### config.mk
export PLATFORM = sky130hd
export DESIGN_NAME = memArbiter_flat
export DESIGN_NICKNAME = d
export VERILOG_FILES = /design/src/hw/memTypesPkg.sv /design/src/hw/memPortIf.sv /design/src/hw/memArbiter.sv /design/src/flat_wrapper.sv
export VERILOG_INCLUDE_DIRS = /design/src /design/src/hw
export SDC_FILE = /design/constraint.sdc
export NUM_CORES = 1
export LEC_CHECK = 0
export ABC_CLOCK_PERIOD_IN_PS = 800
export BUFFER_PORTS_ARGS = -buffer_cell sky130_fd_sc_hd__buf_2
export CAP_MARGIN = 20
export CORE_AREA = 2 2 111 113
export DETAILED_ROUTE_END_ITERATION = 6
export DIE_AREA = 0 0 113 115
export PLACE_DENSITY_LB_ADDON = 0.25
export SYNTH_ARGS = -nofsm -noshare
export SYNTH_HDL_FRONTEND = slang
export SYNTH_SLANG_ARGS = --single-unit
### constraint.sdc
create_clock -name clk -period 0.8 [get_ports clk]
set_input_delay 0.04 -clock clk [delete_from_list [all_inputs] [get_ports clk]]
set_output_delay 0.04 -clock clk [all_outputs]
set_load 0.005 [all_outputs]
### src/hw/lsu_config.svh
`ifndef LSU_CONFIG_SVH
`define LSU_CONFIG_SVH

// Store queue entries
`define SQ_SIZE 8

// Drained stores awaiting a memory acknowledgement
`define SQ_EVICTED 4

// Data RAM depth in 32-bit words
`define RAM_WORDS 256

// Word address bit 29 selects the MMIO region
`define IS_MMIO_PMA_W(addr) (addr[29])

`endif

### src/hw/memTypesPkg.sv
package memTypesPkg;

    // Eviction slot id
    typedef logic [1:0] StID_t;

    // Store sent to the memory side
    typedef struct packed {
        logic        valid;
        StID_t       id;
        logic [31:0] addr;
        logic [31:0] data;
        logic [3:0]  wmask;
        logic        isMMIO;
    } ST_UOp;

    // Memory side answer for one issued store
    typedef struct packed {
        logic  valid;
        StID_t id;
        logic  fail;
    } ST_Ack;

    // Store-to-load forwarding result
    // A set mask bit means the byte is supplied or not needed
    typedef struct packed {
        logic        valid;
        logic [31:0] data;
        logic [3:0]  mask;
    } StFwdResult;

endpackage

### src/hw/memPortIf.sv
`timescale 1ns/1ps

interface memPortIf;
    logic        req;
    logic        write;
    logic [31:0] addr;
    logic [31:0] wdata;
    logic [3:0]  wmask;
    // Same-cycle grant from the arbiter
    logic        grant;
    logic [31:0] rdata;

    modport requester (
        output req, write, addr, wdata, wmask,
        input  grant, rdata
    );

    modport arbiter (
        input  req, write, addr, wdata, wmask,
        output grant, rdata
    );
endinterface

### src/hw/memArbiter.sv
`timescale 1ns/1ps
`include "lsu_config.svh"

module memArbiter
    import memTypesPkg::*;
#(
    parameter int ADDR_W = $clog2(`RAM_WORDS)
) (
    input  logic              clk,
    input  logic              rst,
    input  logic [31:0]       ramRdata,
    output ST_Ack             stAck,
    output logic              ramWe,
    output logic [ADDR_W-1:0] ramAddr,
    output logic [31:0]       ramWdata,
    output logic [3:0]        ramWmask,
    memPortIf.arbiter         ldPort,
    memPortIf.arbiter         stPort
);
    logic stGrant;

    // Loads always win
    assign stGrant = stPort.req && !ldPort.req;
    assign ldPort.grant = ldPort.req;
    assign stPort.grant = stGrant;

    assign ramWe = ldPort.req ? ldPort.write : (stGrant && stPort.write);
    assign ramAddr = ldPort.req ? ldPort.addr[ADDR_W+1:2] : stPort.addr[ADDR_W+1:2];
    assign ramWdata = ldPort.req ? ldPort.wdata : stPort.wdata;
    assign ramWmask = ldPort.req ? ldPort.wmask : stPort.wmask;

    assign ldPort.rdata = ramRdata;
    assign stPort.rdata = ramRdata;

    // Store slot id rides in the low address bits
    always_ff @(posedge clk) begin
        stAck.id <= StID_t'(stPort.addr[1:0]);
        stAck.fail <= !stGrant;
        if (rst)
            stAck.valid <= 1'b0;
        else
            stAck.valid <= stPort.req;
    end

endmodule

### src/flat_wrapper.sv
// flat-port wrapper written by rule: the top's interface ports become plain ports
module memArbiter_flat import memTypesPkg::*;
#(
    parameter int ADDR_W = $clog2(`RAM_WORDS)
)
  (clk, rst, ramRdata, stAck, ramWe, ramAddr, ramWdata, ramWmask, ldPort_req, ldPort_write, ldPort_addr, ldPort_wdata, ldPort_wmask, ldPort_grant, ldPort_rdata, stPort_req, stPort_write, stPort_addr, stPort_wdata, stPort_wmask, stPort_grant, stPort_rdata);
  memPortIf ldPort_i ();
  memPortIf stPort_i ();
  input  logic clk;
  input  logic rst;
  input  logic [31:0] ramRdata;
  output ST_Ack stAck;
  output logic ramWe;
  output logic [ADDR_W-1:0] ramAddr;
  output logic [31:0] ramWdata;
  output logic [3:0] ramWmask;
  input wire logic [$bits(ldPort_i.req)-1:0] ldPort_req;
  input wire logic [$bits(ldPort_i.write)-1:0] ldPort_write;
  input wire logic [$bits(ldPort_i.addr)-1:0] ldPort_addr;
  input wire logic [$bits(ldPort_i.wdata)-1:0] ldPort_wdata;
  input wire logic [$bits(ldPort_i.wmask)-1:0] ldPort_wmask;
  output wire logic [$bits(ldPort_i.grant)-1:0] ldPort_grant;
  output wire logic [$bits(ldPort_i.rdata)-1:0] ldPort_rdata;
  input wire logic [$bits(stPort_i.req)-1:0] stPort_req;
  input wire logic [$bits(stPort_i.write)-1:0] stPort_write;
  input wire logic [$bits(stPort_i.addr)-1:0] stPort_addr;
  input wire logic [$bits(stPort_i.wdata)-1:0] stPort_wdata;
  input wire logic [$bits(stPort_i.wmask)-1:0] stPort_wmask;
  output wire logic [$bits(stPort_i.grant)-1:0] stPort_grant;
  output wire logic [$bits(stPort_i.rdata)-1:0] stPort_rdata;
  assign ldPort_i.req = ldPort_req;
  assign ldPort_i.write = ldPort_write;
  assign ldPort_i.addr = ldPort_addr;
  assign ldPort_i.wdata = ldPort_wdata;
  assign ldPort_i.wmask = ldPort_wmask;
  assign ldPort_grant = ldPort_i.grant;
  assign ldPort_rdata = ldPort_i.rdata;
  assign stPort_i.req = stPort_req;
  assign stPort_i.write = stPort_write;
  assign stPort_i.addr = stPort_addr;
  assign stPort_i.wdata = stPort_wdata;
  assign stPort_i.wmask = stPort_wmask;
  assign stPort_grant = stPort_i.grant;
  assign stPort_rdata = stPort_i.rdata;
  memArbiter #(.ADDR_W(ADDR_W)) u_core (.clk(clk), .rst(rst), .ramRdata(ramRdata), .stAck(stAck), .ramWe(ramWe), .ramAddr(ramAddr), .ramWdata(ramWdata), .ramWmask(ramWmask), .ldPort(ldPort_i), .stPort(stPort_i));
endmodule
==> results.toml <==
[status]
status = "finished with violations"
violations = "DRC, setup timing"

[layout]
syn_to_final_growth_pct = 72.8
final_area_sq_um = 2230
final_layout_size_suffix_gt1_share_pct = 95.3
n_antenna_cell = 0
top_regs = "u_core.stAck x4"
multi_input_area_sq_um = 684
fill_cells = 1296
nNetsFinal = 387
register_area_sq_um = 80.1
top_register = "u_core.stAck"
final_util_pct = 18.9
largest_reg_flops = 4

[clock_network]
root_buffer = "clkbuf_16"
h-tree-depth = 1
clockBufferDepth = 2
clock-sinks = 4
clk_pin_slew_ns = 0.03
cts_tree = "done"
cts_buffers = 3

[sta]
setup_slack_ns = -0.0197
final-max-slew-violation-count = 0
worstMarginPinSlew_ns = 0.0956
slew_headroom_pct = 93.6
finalSetupViolations = 7
period_minus_slack_ns = 0.820
fin_crit_sh_pct = 102
hold_violations = 0
rsz0062_at_grt = "yes"
max_freq_mhz = 1220
finalSetupTns_ns = -0.0765

[place]
placed_cell_area_sq_um = 1700
gp_congestion = 0.655
port_buffers = 146
dpl_worst_slack_ns = -0.149

[global_routing]
grt_start_max_net_pins = 9
grt_pass1_vias = 988
grt_use_total_pct = 4.69
gr-total-overflow = 0
grt_pass1_wl_microns = 4770
antenna_found_initial = 0

[pwr]
p_leak_nw = 1.20
power_w = 0.00215
combPwrFrac_pct = 54.4
p_sw_share_pct = 22.0
power_switching_w = 0.000473
pwr-share-clk_pct = 35.7
power_density_nw_per_um2 = 964
pwr-share-seq_pct = 9.9
cellInternalPower_w = 0.00168
ir_drop_mv = 0.499

[logic_synthesis]
synthFlopType = "dfxtp_1"
netlist_top_cells_area = "mux2_4 45%, buf_4 38%, dfxtp_1 6.2%"
seq_area_frac_synth_pct = 6.20
synth_cell_types = 8
syn_area_sq_um = 1290
synth-edff-count = 0
ys_ff_latch = 4
synth_top_area_share_pct = 45.3
yosys.area.top_type = "mux2_4"
yosys_warnings = 0
synthMostInstantiatedCell = "buf_4"
syn-instance-count = 122
avgSynthCellArea_sq_um = 10.6
synthArstFlopShare_pct = 0
synth_common_cells = "65 x buf_4, 39 x mux2_4, 5 x buf_6, 5 x mux2_2, 4 x dfxtp_1"
syn-num-nets = 296

[critical_path]
critPathCaptureType = "primary output"
critPathMaxFanout = 8
worst_ep_arrival_time_ns = 0.78
start_kind = "input port"
critPathKind = "in2out"
cp.required_ns = 0.76

[routing]
avgRoutedWirePerCell_microns = 11.3
drt_iter0_drc = 29
routed_wl_microns = 4040
firstDrtPassIters = 7
ant_nets = 0
via_per_inst = 3.19
drc = 17
vias = 1143

[die]
dieArea_sq_um = 13000
die_h_microns = 115
row_count = 40
coreArea_sq_um = 11800
fp.dieW_microns = 113
start_util_pct = 10.9
num_io_pins = 289

[run]
maxCapViolCount = 0

[worst_hold_path]
hp-class = "in2reg"
per-layer routing:
| metal | vias up | wire length, microns | GRT usage (%) |
|---|---|---|---|
| li1 | 522 | - | - |
| met1 | 510 | 1260 | 4.62 |
| met2 | 99 | 2190 | 8.94 |
| met3 | 12 | 536 | 1.42 |
| met4 | 0 | 48 | 2.28 |
| met5 | - | 0 | 0 |
timing repair:
| item | in CTS | in global routing |
|---|---|---|
| setup endpoints to repair | 46 | 44 |
| gates cloned | 4 | 0 |
| pin swaps | 0 | 0 |
| gates resized for setup | 38 | 22 |
| hold endpoints to repair | 3 | 0 |
| setup buffers | 0 | 0 |
| hold buffers | 3 | 0 |
logic make-up (layout without fill, tap and decap cells):
group                  count (synthesis)  count (layout)  share of synthesized area [%]
buffers and inverters                 71             160                           42.4
muxes                                 44              44                           49.7
DFF                                    4               4                           6.20
and+or+nand+nor                        2               2                          0.969
AOI/OAI and AO/OA                      1               1                          0.678
power groups by stage:
stage	combinational [W]	sequential (W)	clock [W]
after floorplan	0.000664	0.000219	0
after global placement	0.000816	0.000216	0
after detailed placement	0.000823	0.000217	0
after CTS	0.00108	0.000214	0.000778
after global routing	0.00124	0.000215	0.000798
final	0.00117	0.000214	0.000768
cells in the final DEF, fill, tap and decap left out, drive strengths merged:
| cell type | n |
|---|---|
| mux2 | 44 |
| a22o | 1 |
| dlygate4sd3 | 3 |
| nor2b | 2 |
| inv | 1 |
| clkbuf | 3 |
| buf | 153 |
| dfxtp | 4 |
critical path, stage by stage:
cell and delay (ns):
buf_16 0.14, buf_12 0.16, mux2_4 0.32, buf_6 0.12
worst paths after layout:
check  startpoint  slack, ns  cells past startpoint                          to
max    ldPort_req      -0.02                      4                 ramWmask[3]
min    stPort_req       0.05                      2  u_core.stAck[3]$_SDFF_PP0_
area by class of cell:
cell class | count | area share (%)
timing repair buffer | 156 | 54.0
tap | 147 | 8.24
multi-input combinational | 47 | 30.7
inverter | 1 | 0.168
sequential | 4 | 3.59
clock buffer | 3 | 3.37
metrics by stage:
stage	instances	hold slack (ns)
2_1_floorplan	122	0.0677
3_3_place_gp	348	0.0801
3_5_place_dp	348	0.0801
4_1_cts	358	0.0382
5_1_grt	358	0.0555
6_report	358	0.0471
(Power assumes the default switching activity.)
