## config.mk

```make
export PLATFORM = sky130hd
export DESIGN_NAME = loadUnit_flat
export DESIGN_NICKNAME = d
export VERILOG_FILES = /design/src/hw/lsu_config.svh /design/src/hw/coreTypesPkg.sv /design/src/hw/memTypesPkg.sv /design/src/hw/memPortIf.sv /design/src/hw/loadUnit.sv /design/src/flat_wrapper.sv
export SDC_FILE = /design/constraint.sdc
export NUM_CORES = 1
export LEC_CHECK = 0
export ABC_CLOCK_PERIOD_IN_PS = 940
export BUFFER_PORTS_ARGS = -buffer_cell sky130_fd_sc_hd__buf_2
export CORE_MARGIN = 1.5
export CORE_UTILIZATION = 34
export CTS_CLUSTER_DIAMETER = 30
export DETAILED_ROUTE_END_ITERATION = 7
export PLACE_DENSITY = 0.72
export RECOVER_POWER = 50
export SYNTH_ARGS = -nofsm -noshare
export SYNTH_HDL_FRONTEND = slang
export SYNTH_SLANG_ARGS = --single-unit
```

## constraint.sdc

```tcl
create_clock -name clk -period 0.94 [get_ports clk]
set_clock_uncertainty 0.05 [all_clocks]
set_input_delay 0.282 -clock clk [delete_from_list [all_inputs] [get_ports clk]]
set_output_delay 0.282 -clock clk [all_outputs]
set_load 0.01 [all_outputs]
```

## src/hw/lsu_config.svh

```systemverilog
`ifndef LSU_CONFIG_SVH
`define LSU_CONFIG_SVH

// Store queue entries
`define SQ_SIZE 8

// Drained stores awaiting a memory acknowledgement
`define SQ_EVICTED 4

// Data RAM depth in 32-bit words
`define RAM_WORDS 256

// Word address bit 29 selects the MMIO region
`define IS_MMIO_PMA_W(addr) (addr[29])

`endif

```

## src/hw/coreTypesPkg.sv

```systemverilog
package coreTypesPkg;

    // Wrapping sequence number, compare via signed difference
    typedef logic [7:0] SqN;

    // Store after address generation
    typedef struct packed {
        logic        valid;
        SqN          sqN;
        SqN          storeSqN;
        logic [31:0] addr;
        logic [31:0] data;
        logic [3:0]  wmask;
        logic        fault;
    } AGU_UOp;

    // Load request, size 0 byte, 1 half, 2 word
    typedef struct packed {
        logic        valid;
        SqN          sqN;
        logic [31:0] addr;
        logic [1:0]  size;
    } LD_UOp;

    // Mispredict information
    typedef struct packed {
        logic taken;
        SqN   sqN;
        logic flush;
        SqN   storeSqN;
    } BranchProv;

endpackage

```

## src/hw/memTypesPkg.sv

```systemverilog
package memTypesPkg;

    // Eviction slot id
    typedef logic [1:0] StID_t;

    // Store sent to the memory side
    typedef struct packed {
        logic        valid;
        StID_t       id;
        logic [31:0] addr;
        logic [31:0] data;
        logic [3:0]  wmask;
        logic        isMMIO;
    } ST_UOp;

    // Memory side answer for one issued store
    typedef struct packed {
        logic  valid;
        StID_t id;
        logic  fail;
    } ST_Ack;

    // Store-to-load forwarding result
    // A set mask bit means the byte is supplied or not needed
    typedef struct packed {
        logic        valid;
        logic [31:0] data;
        logic [3:0]  mask;
    } StFwdResult;

endpackage

```

## src/hw/memPortIf.sv

```systemverilog
`timescale 1ns/1ps

interface memPortIf;
    logic        req;
    logic        write;
    logic [31:0] addr;
    logic [31:0] wdata;
    logic [3:0]  wmask;
    // Same-cycle grant from the arbiter
    logic        grant;
    logic [31:0] rdata;

    modport requester (
        output req, write, addr, wdata, wmask,
        input  grant, rdata
    );

    modport arbiter (
        input  req, write, addr, wdata, wmask,
        output grant, rdata
    );
endinterface

```

## src/hw/loadUnit.sv

```systemverilog
`timescale 1ns/1ps

module loadUnit
    import coreTypesPkg::*;
    import memTypesPkg::*;
(
    input  logic        clk,
    input  logic        rst,
    input  LD_UOp       uopLd,
    input  StFwdResult  fwd,
    output logic [31:0] result,
    output logic        resultValid,
    memPortIf.requester port
);
    LD_UOp s1;
    logic s2Valid;
    logic [1:0] s2Size;
    logic [1:0] s2Off;
    logic [3:0] accMask;
    logic [31:0] merged;

    // Read request goes out in the cycle after the load is sampled
    assign port.req = s1.valid;
    assign port.write = 1'b0;
    assign port.addr = s1.addr;
    assign port.wdata = '0;
    assign port.wmask = '0;

    always_comb begin
        case (s2Size)
            2'd0: accMask = 4'b0001 << s2Off;
            2'd1: accMask = s2Off[1] ? 4'b1100 : 4'b0011;
            default: accMask = 4'b1111;
        endcase
        for (int b = 0; b < 4; b++) begin
            if (fwd.valid && fwd.mask[b])
                merged[8*b +: 8] = fwd.data[8*b +: 8];
            else
                merged[8*b +: 8] = port.rdata[8*b +: 8];
            // Unread bytes stay zero
            if (!accMask[b])
                merged[8*b +: 8] = 8'h00;
        end
    end

    always_ff @(posedge clk) begin
        s1 <= uopLd;
        s2Size <= s1.size;
        s2Off <= s1.addr[1:0];
        result <= merged;
        if (rst) begin
            s1.valid <= 1'b0;
            s2Valid <= 1'b0;
            resultValid <= 1'b0;
        end else begin
            s2Valid <= s1.valid && port.grant;
            resultValid <= s2Valid;
        end
    end

endmodule

```

## src/flat_wrapper.sv

```systemverilog
// flat-port wrapper written by rule: the top's interface ports become plain ports
module loadUnit_flat import coreTypesPkg::*; import memTypesPkg::*;
  (clk, rst, uopLd, fwd, result, resultValid, port_req, port_write, port_addr, port_wdata, port_wmask, port_grant, port_rdata);
  memPortIf port_i ();
  input  logic clk;
  input  logic rst;
  input  LD_UOp uopLd;
  input  StFwdResult fwd;
  output logic [31:0] result;
  output logic resultValid;
  output wire logic [$bits(port_i.req)-1:0] port_req;
  output wire logic [$bits(port_i.write)-1:0] port_write;
  output wire logic [$bits(port_i.addr)-1:0] port_addr;
  output wire logic [$bits(port_i.wdata)-1:0] port_wdata;
  output wire logic [$bits(port_i.wmask)-1:0] port_wmask;
  input wire logic [$bits(port_i.grant)-1:0] port_grant;
  input wire logic [$bits(port_i.rdata)-1:0] port_rdata;
  assign port_req = port_i.req;
  assign port_write = port_i.write;
  assign port_addr = port_i.addr;
  assign port_wdata = port_i.wdata;
  assign port_wmask = port_i.wmask;
  assign port_i.grant = port_grant;
  assign port_i.rdata = port_rdata;
  loadUnit u_core (.clk(clk), .rst(rst), .uopLd(uopLd), .fwd(fwd), .result(result), .resultValid(resultValid), .port(port_i));
endmodule
```

==> impl_metrics.json, run 1 <==
{
  "status": "finished, violations left",
  "failed_checks": "setup timing",
  "netlist_instances": 262,
  "crit_path_max_fanout": 1,
  "globalRoute.busiestLayer": "met2",
  "worst-r2r-cell-count": 4,
  "slowest_delay_ps": 330,
  "cell_internal_pwr_uw": 5230,
  "final.setup.tns_ps": -13520,
  "setup_crit_start_kind": "flop",
  "crit_slowest_cell": "sky130_fd_sc_hd__dfxtp_1",
  "final_antenna_net_count": 0,
  "clock_latency_ps": 330,
  "first_pass_grt_wire_length_mm": 11.2,
  "setup.worst_path.end": "port_addr[20]",
  "layout_cell_share_with_drive_strength_beyond_1": 0.597,
  "finalNetCount": 567,
  "finalHoldViolations": 0,
  "core_sq_um": 7290,
  "finalCritPeriodShare": 1.21,
  "startpoint": "u_core.port.addr[20]$_DFF_P_",
  "synth_area_sq_um": 2580,
  "antenna_found_initial": 1,
  "crit_path_cell_trace": "buf_2",
  "worst_hold_path_cells": 2,
  "comb_power_share": 0.177,
  "post_synth_num_cell_types": 14,
  "place.detailed.instances": 503,
  "fmax_ghz": 0.878,
  "worst-endpoint-arrival_ps": 810,
  "avgRoutedWirePerCell_microns": 14.4,
  "synth_top_cells_by_count": "73 x sky130_fd_sc_hd__dfxtp_1, 70 x sky130_fd_sc_hd__buf_4, 37 x sky130_fd_sc_hd__nand2_1",
  "grt_setup_unrepaired": "true",
  "rows": 31,
  "worstPathBufferInverterCount": 1,
  "placement.io_buffers": 172,
  "gr-total-overflow": 0,
  "setup_violations": 98,
  "start_util": 0.354,
  "synth_seq_cells": 73,
  "crit-reg2reg-launch": "u_core.s2Size[0]$_DFF_P_",
  "ys_seq_area_frac": 0.565,
  "hold_class": "in -> reg",
  "clk_transition_reported_paths_ps": 80,
  "critical_r2r_capture": "u_core.result[8]$_SDFF_PN0_",
  "number_of_global_route_vias_before_repair": 2280,
  "netSwitchingFraction": 0.262,
  "remaining_drc_errors": 0,
  "detailedPlace.worstSlack_ps": -288,
  "routed-via-count": 2397,
  "post_dp_hpwl_mm": 5.13,
  "clock_power_share": 0.341,
  "grtUsageTotal": 0.181,
  "power_per_cell_area_nw_per_um2": 1680,
  "postRouteWirelength_mm": 8.01,
  "max_cap_viols": 0,
  "ctsLongestPathBuffers": 2,
  "switchingPower_uw": 1860,
  "setup.worst_path.class": "reg -> out",
  "dr.pass1.iters": 4,
  "syn2layout_area_growth_pct": 63.1,
  "required_ps": 610,
  "postLayoutCellArea_sq_um": 4220,
  "path_depth": 1,
  "synth_most_common_cell": "sky130_fd_sc_hd__dfxtp_1",
  "timing.reg2reg.setup_slack_ps": -160,
  "postSynth.asyncResetShare": 0,
  "die_x_microns": 90.2,
  "grt_use_met1": 0.179,
  "layoutNonFillerInstCount": 557,
  "synth-warning-count": 0,
  "synth_top_area_frac": 0.565,
  "die_height_microns": 90.2,
  "postSynth.topFlopCell": "sky130_fd_sc_hd__dfxtp_1",
  "die_area_sq_um": 8140,
  "fin_ws_ps": -198,
  "synth_edf_count": 0,
  "leak_pwr_uw": 0.00205,
  "globalRouteMet2Util": 0.338,
  "gpl.final_weighted_congestion": 0.814,
  "p_seq_frac": 0.481,
  "slew_violations": 0,
  "cts_root_buf": "sky130_fd_sc_hd__clkbuf_8",
  "cts_sinks": 73,
  "avgSynthCellArea_sq_um": 9.87,
  "ios": 218,
  "ctsHtreeMaxLevel": 3,
  "placedInstanceArea_sq_um": 3230,
  "final.min_clock_period_ps": 1140,
  "critPathTopFamily": "flip-flops",
  "clock_tree_from_tritoncts": "done",
  "ir_worst_vdd_uv": 826,
  "grt_use_met3": 0.0533,
  "endpoint_kind": "output pin",
  "grt_max_degree": 15,
  "detailedRoute.firstIterationViolations": 38,
  "vias_per_cell": 4.30,
  "synthDominantAreaCellType": "sky130_fd_sc_hd__dfxtp_1",
  "netlist_top_cells_area": "sky130_fd_sc_hd__dfxtp_1 57%, sky130_fd_sc_hd__buf_4 20%, sky130_fd_sc_hd__a21oi_1 6.2%, sky130_fd_sc_hd__nand3_1 6.2%, sky130_fd_sc_hd__nand2_1 5.4%",
  "utilization": 0.578,
  "number_of_buffers_created_by_cts": 9
}
[power by group through the flow]
stage	Combinational [uW]	Clock, uW	Sequential (uW)
6_report	1260	2420	3410
5_1_grt	1340	2650	3430
2_1_floorplan	535	0	3500
3_3_place_gp	862	0	3430
3_5_place_dp	884	0	3430
4_1_cts	1120	2490	3370
[worst min-delay path by stage]
stage | from | end | slack (ps)
5_1_grt | rst | u_core.port.req$_SDFF_PP0_ | 50
6_report | rst | u_core.port.req$_SDFF_PP0_ | 70
3_3_place_gp | u_core.s1[0]$_DFF_P_ | u_core.s2Size[0]$_DFF_P_ | 260
3_5_place_dp | u_core.s1[1]$_DFF_P_ | u_core.s2Size[1]$_DFF_P_ | 260
2_1_floorplan | u_core.s1[0]$_DFF_P_ | u_core.s2Size[0]$_DFF_P_ | 260
4_1_cts | uopLd[24] | u_core.port.addr[22]$_DFF_P_ | 2
[cells in the final DEF, fill, tap and decap left out, types with 9 or more instances in the layout]
cell and count:
sky130_fd_sc_hd__a21oi_2 30, sky130_fd_sc_hd__buf_2 141, sky130_fd_sc_hd__buf_4 9, sky130_fd_sc_hd__buf_6 32, sky130_fd_sc_hd__clkbuf_8 9, sky130_fd_sc_hd__conb_1 37
sky130_fd_sc_hd__dfxtp_1 39, sky130_fd_sc_hd__dfxtp_2 34, sky130_fd_sc_hd__dlygate4sd3_1 34, sky130_fd_sc_hd__nand2_1 37, sky130_fd_sc_hd__nand3_1 32
[area by class of cell]
| cell class | count | area [sq um] |
|---|---|---|
| diodes | 1 | 2.50 |
| clock buffers | 10 | 128 |
| clock inverters | 6 | 67.6 |
| fillers | 627 | 3080 |
| inverters | 1 | 3.75 |
| multi-input cells | 147 | 837 |
| flip-flops and latches | 73 | 1500 |
| well taps | 99 | 124 |
| repair buffers | 220 | 1550 |
[per-layer routing]
metal | up-vias | wire length (microns)
li1 | 1126 | -
met1 | 1109 | 2820
met2 | 139 | 4310
met3 | 23 | 636
met4 | 0 | 242
met5 | - | 0
[cells by family after synthesis]
group                  count (synthesis)  synth area share
DFF                                   73             0.565
buffers and inverters                 78             0.218
AOI/OAI and AO/OA                     36            0.0842
and+or+nand+nor                       74             0.131
other                                  1           0.00145
[through the flow]
step           total power, uW  hold slack (ps)
6_report                  7090             69.8
4_1_cts                   6990             1.59
2_1_floorplan             4030              260
5_1_grt                   7420             52.6
3_5_place_dp              4310              262
3_3_place_gp              4290              263
[sequential cells by signal, indices dropped and copies added (netlist names)]
name / flops
u_core.port.req: 1
u_core.port.addr: 32
u_core.resultValid: 1
u_core.s2Size: 2
u_core.result: 32
u_core.s2Off: 2
u_core.s1: 2
u_core.s2Valid: 1
[timing repair]
item	in CTS	in global routing
endpoints found under the hold margin	33	1
hold buffers	33	1
resized for setup	51	51
setup endpoints to repair	98	98
buffers inserted	2	1
pin swaps	3	2
(Power assumes the default switching activity.)
==> run 2, diff against run 1 <==
- CORE_ASPECT_RATIO: default -> 1.25
==> run 2 against run 1 <==
Against the previous run:
- the flow still finishes with violations (setup timing)
- cell count shrank 1.4%
- combinational power is essentially flat
- critical path depth is the same
- routed wire length shrank 7.5%
- setup slack lost 19 ps
- via count shrank 1.8%
- flip-flop and latch count is the same
- sequential power is essentially flat
- core utilization is essentially flat
- fmax shrank 1.6%
- critical path type unchanged
==> impl_metrics.json, run 2 (synthesis results as in run 1) <==
{
  "setup_crit_start_kind": "flop",
  "dr.pass1.iters": 4,
  "mostFrequentLayoutCells": "136 x sky130_fd_sc_hd__buf_2, 37 x sky130_fd_sc_hd__nand2_1, 37 x sky130_fd_sc_hd__conb_1, 37 x sky130_fd_sc_hd__buf_6, 37 x sky130_fd_sc_hd__dfxtp_2",
  "grt_max_degree": 19,
  "endpoint_kind": "output pin",
  "die_area_sq_um": 8140,
  "avgRoutedWirePerCell_microns": 13.5,
  "wl_met3_microns": 795,
  "failed_checks": "setup timing",
  "critPathTopFamily": "flip-flops",
  "detailedRoute.firstIterationViolations": 44,
  "worstPathBufferInverterCount": 1,
  "grt_setup_unrepaired": "true",
  "grtUsageTotal": 0.160,
  "comb_power_share": 0.168,
  "cts_sinks": 73,
  "status": "finished, violations left",
  "hold_class": "in -> reg",
  "clock_latency_ps": 340,
  "remaining_drc_errors": 0,
  "wl_met1_mm": 2.49,
  "power_per_cell_area_nw_per_um2": 1740,
  "worst-endpoint-arrival_ps": 820,
  "crit_path_cell_trace": "buf_2",
  "crit_path_max_fanout": 1,
  "placement.io_buffers": 172,
  "clk_transition_reported_paths_ps": 90,
  "start_util": 0.351,
  "finalHoldViolations": 0,
  "slowest_delay_ps": 340,
  "first_pass_grt_wire_length_mm": 9.69,
  "fmax_ghz": 0.864,
  "final_antenna_net_count": 0,
  "number_of_global_route_vias_before_repair": 2190,
  "fin_ws_ps": -217,
  "vias_per_cell": 4.29,
  "routed-wl-met2_mm": 4.04,
  "layout_cell_share_with_drive_strength_beyond_1": 0.604,
  "layoutNonFillerInstCount": 549,
  "gr-total-overflow": 0,
  "gpl.final_weighted_congestion": 0.748,
  "die_x_microns": 81.0,
  "switchingPower_uw": 1880,
  "netSwitchingFraction": 0.255,
  "ir_worst_vdd_uv": 1100,
  "crit_slowest_cell": "sky130_fd_sc_hd__dfxtp_1",
  "setup_violations": 98,
  "ctsLongestPathBuffers": 2,
  "ios": 218,
  "route.top_layer_used": "met4",
  "final.min_clock_period_ps": 1160,
  "die_height_microns": 100,
  "routed-via-count": 2354,
  "rows": 35,
  "number_of_buffers_created_by_cts": 9,
  "clock_power_share": 0.371,
  "ctsHtreeMaxLevel": 3,
  "syn2layout_area_growth_pct": 64.6,
  "post_dp_hpwl_mm": 4.77,
  "required_ps": 610,
  "finalNetCount": 567,
  "cts_root_buf": "sky130_fd_sc_hd__clkbuf_8",
  "p_seq_frac": 0.461,
  "finalCritPeriodShare": 1.23,
  "setup.worst_path.class": "reg -> out",
  "antenna_found_initial": 0,
  "slew_violations": 0,
  "postRouteWirelength_mm": 7.42,
  "cell_internal_pwr_uw": 5520,
  "max_cap_viols": 0,
  "antennaDiodeCount": 0,
  "place.detailed.instances": 495,
  "core_sq_um": 7360,
  "clock_tree_from_tritoncts": "done",
  "leak_pwr_uw": 0.00208,
  "utilization": 0.578,
  "leading_cell_type_in_the_layout_fill_and_taps_excluded": "sky130_fd_sc_hd__buf_2"
}
-- run 2: cell count changes in the layout (fill, tap and decap cells not counted), moves of 3 or more --
cell	before	now
sky130_fd_sc_hd__buf_2	141	136
sky130_fd_sc_hd__buf_6	32	37
sky130_fd_sc_hd__dfxtp_2	34	37
sky130_fd_sc_hd__dfxtp_1	39	36
-- run 2: path summary, 6_finish.rpt --
check             slack [ps]  cells after the start                    startpoint                             to
hold reg to reg          280                      0          u_core.s1[1]$_DFF_P_       u_core.s2Size[1]$_DFF_P_
setup / recovery        -220                      1  u_core.port.addr[12]$_DFF_P_                  port_addr[12]
setup reg to reg        -140                      4      u_core.s2Size[0]$_DFF_P_    u_core.result[9]$_SDFF_PN0_
hold / removal           110                      2                           rst  u_core.resultValid$_SDFF_PP0_
-- run 2: routing by layer --
metal / global-route usage / vias to the layer above
met4: 0.0623 / 0
li1: - / 1125
met3: 0.0724 / 12
met5: 0 / -
met1: 0.141 / 1075
met2: 0.306 / 142
-- run 2: what timing repair did --
item / 4_1_cts / 5_1_grt
setup endpoints to repair: 98 / 98
gates resized for setup: 49 / 58
hold endpoints to repair: 34 / 0
pin swaps: 4 / 2
hold buffers: 34 / 0
setup buffers: 3 / 1
-- run 2: cell type report --
type	instances	area [sq um]
Timing Repair Buffer	220	1580
Tap cell	92	115
Multi-Input combinational cell	147	822
Clock inverter	7	100
Sequential cell	73	1510
Inverter	1	3.75
Clock buffer	9	124
Fill cell	602	3100
-- run 2: through the flow --
step | instance area [sq um] | hold WS (ps) | total power, uW | worst slack, ps | TNS [ps]
finish | 4250 | 113 | 7400 | -217 | -14040
global route | 4250 | 96.8 | 7740 | -267 | -18000
CTS | 4010 | 58.2 | 7310 | -216 | -15750
detailed placement | 3220 | 263 | 4310 | -221 | -5660
global placement | 3220 | 262 | 4290 | -187 | -5020
floorplan | 2720 | 260 | 4030 | -35.2 | -563
-- run 2: power groups by stage --
stage               logic [uW]  registers [uW]  clock network [uW]
global placement           864            3430                   0
finish                    1240            3410                2750
floorplan                  535            3500                   0
global route              1340            3430                2970
detailed placement         881            3430                   0
CTS                       1110            3370                2820
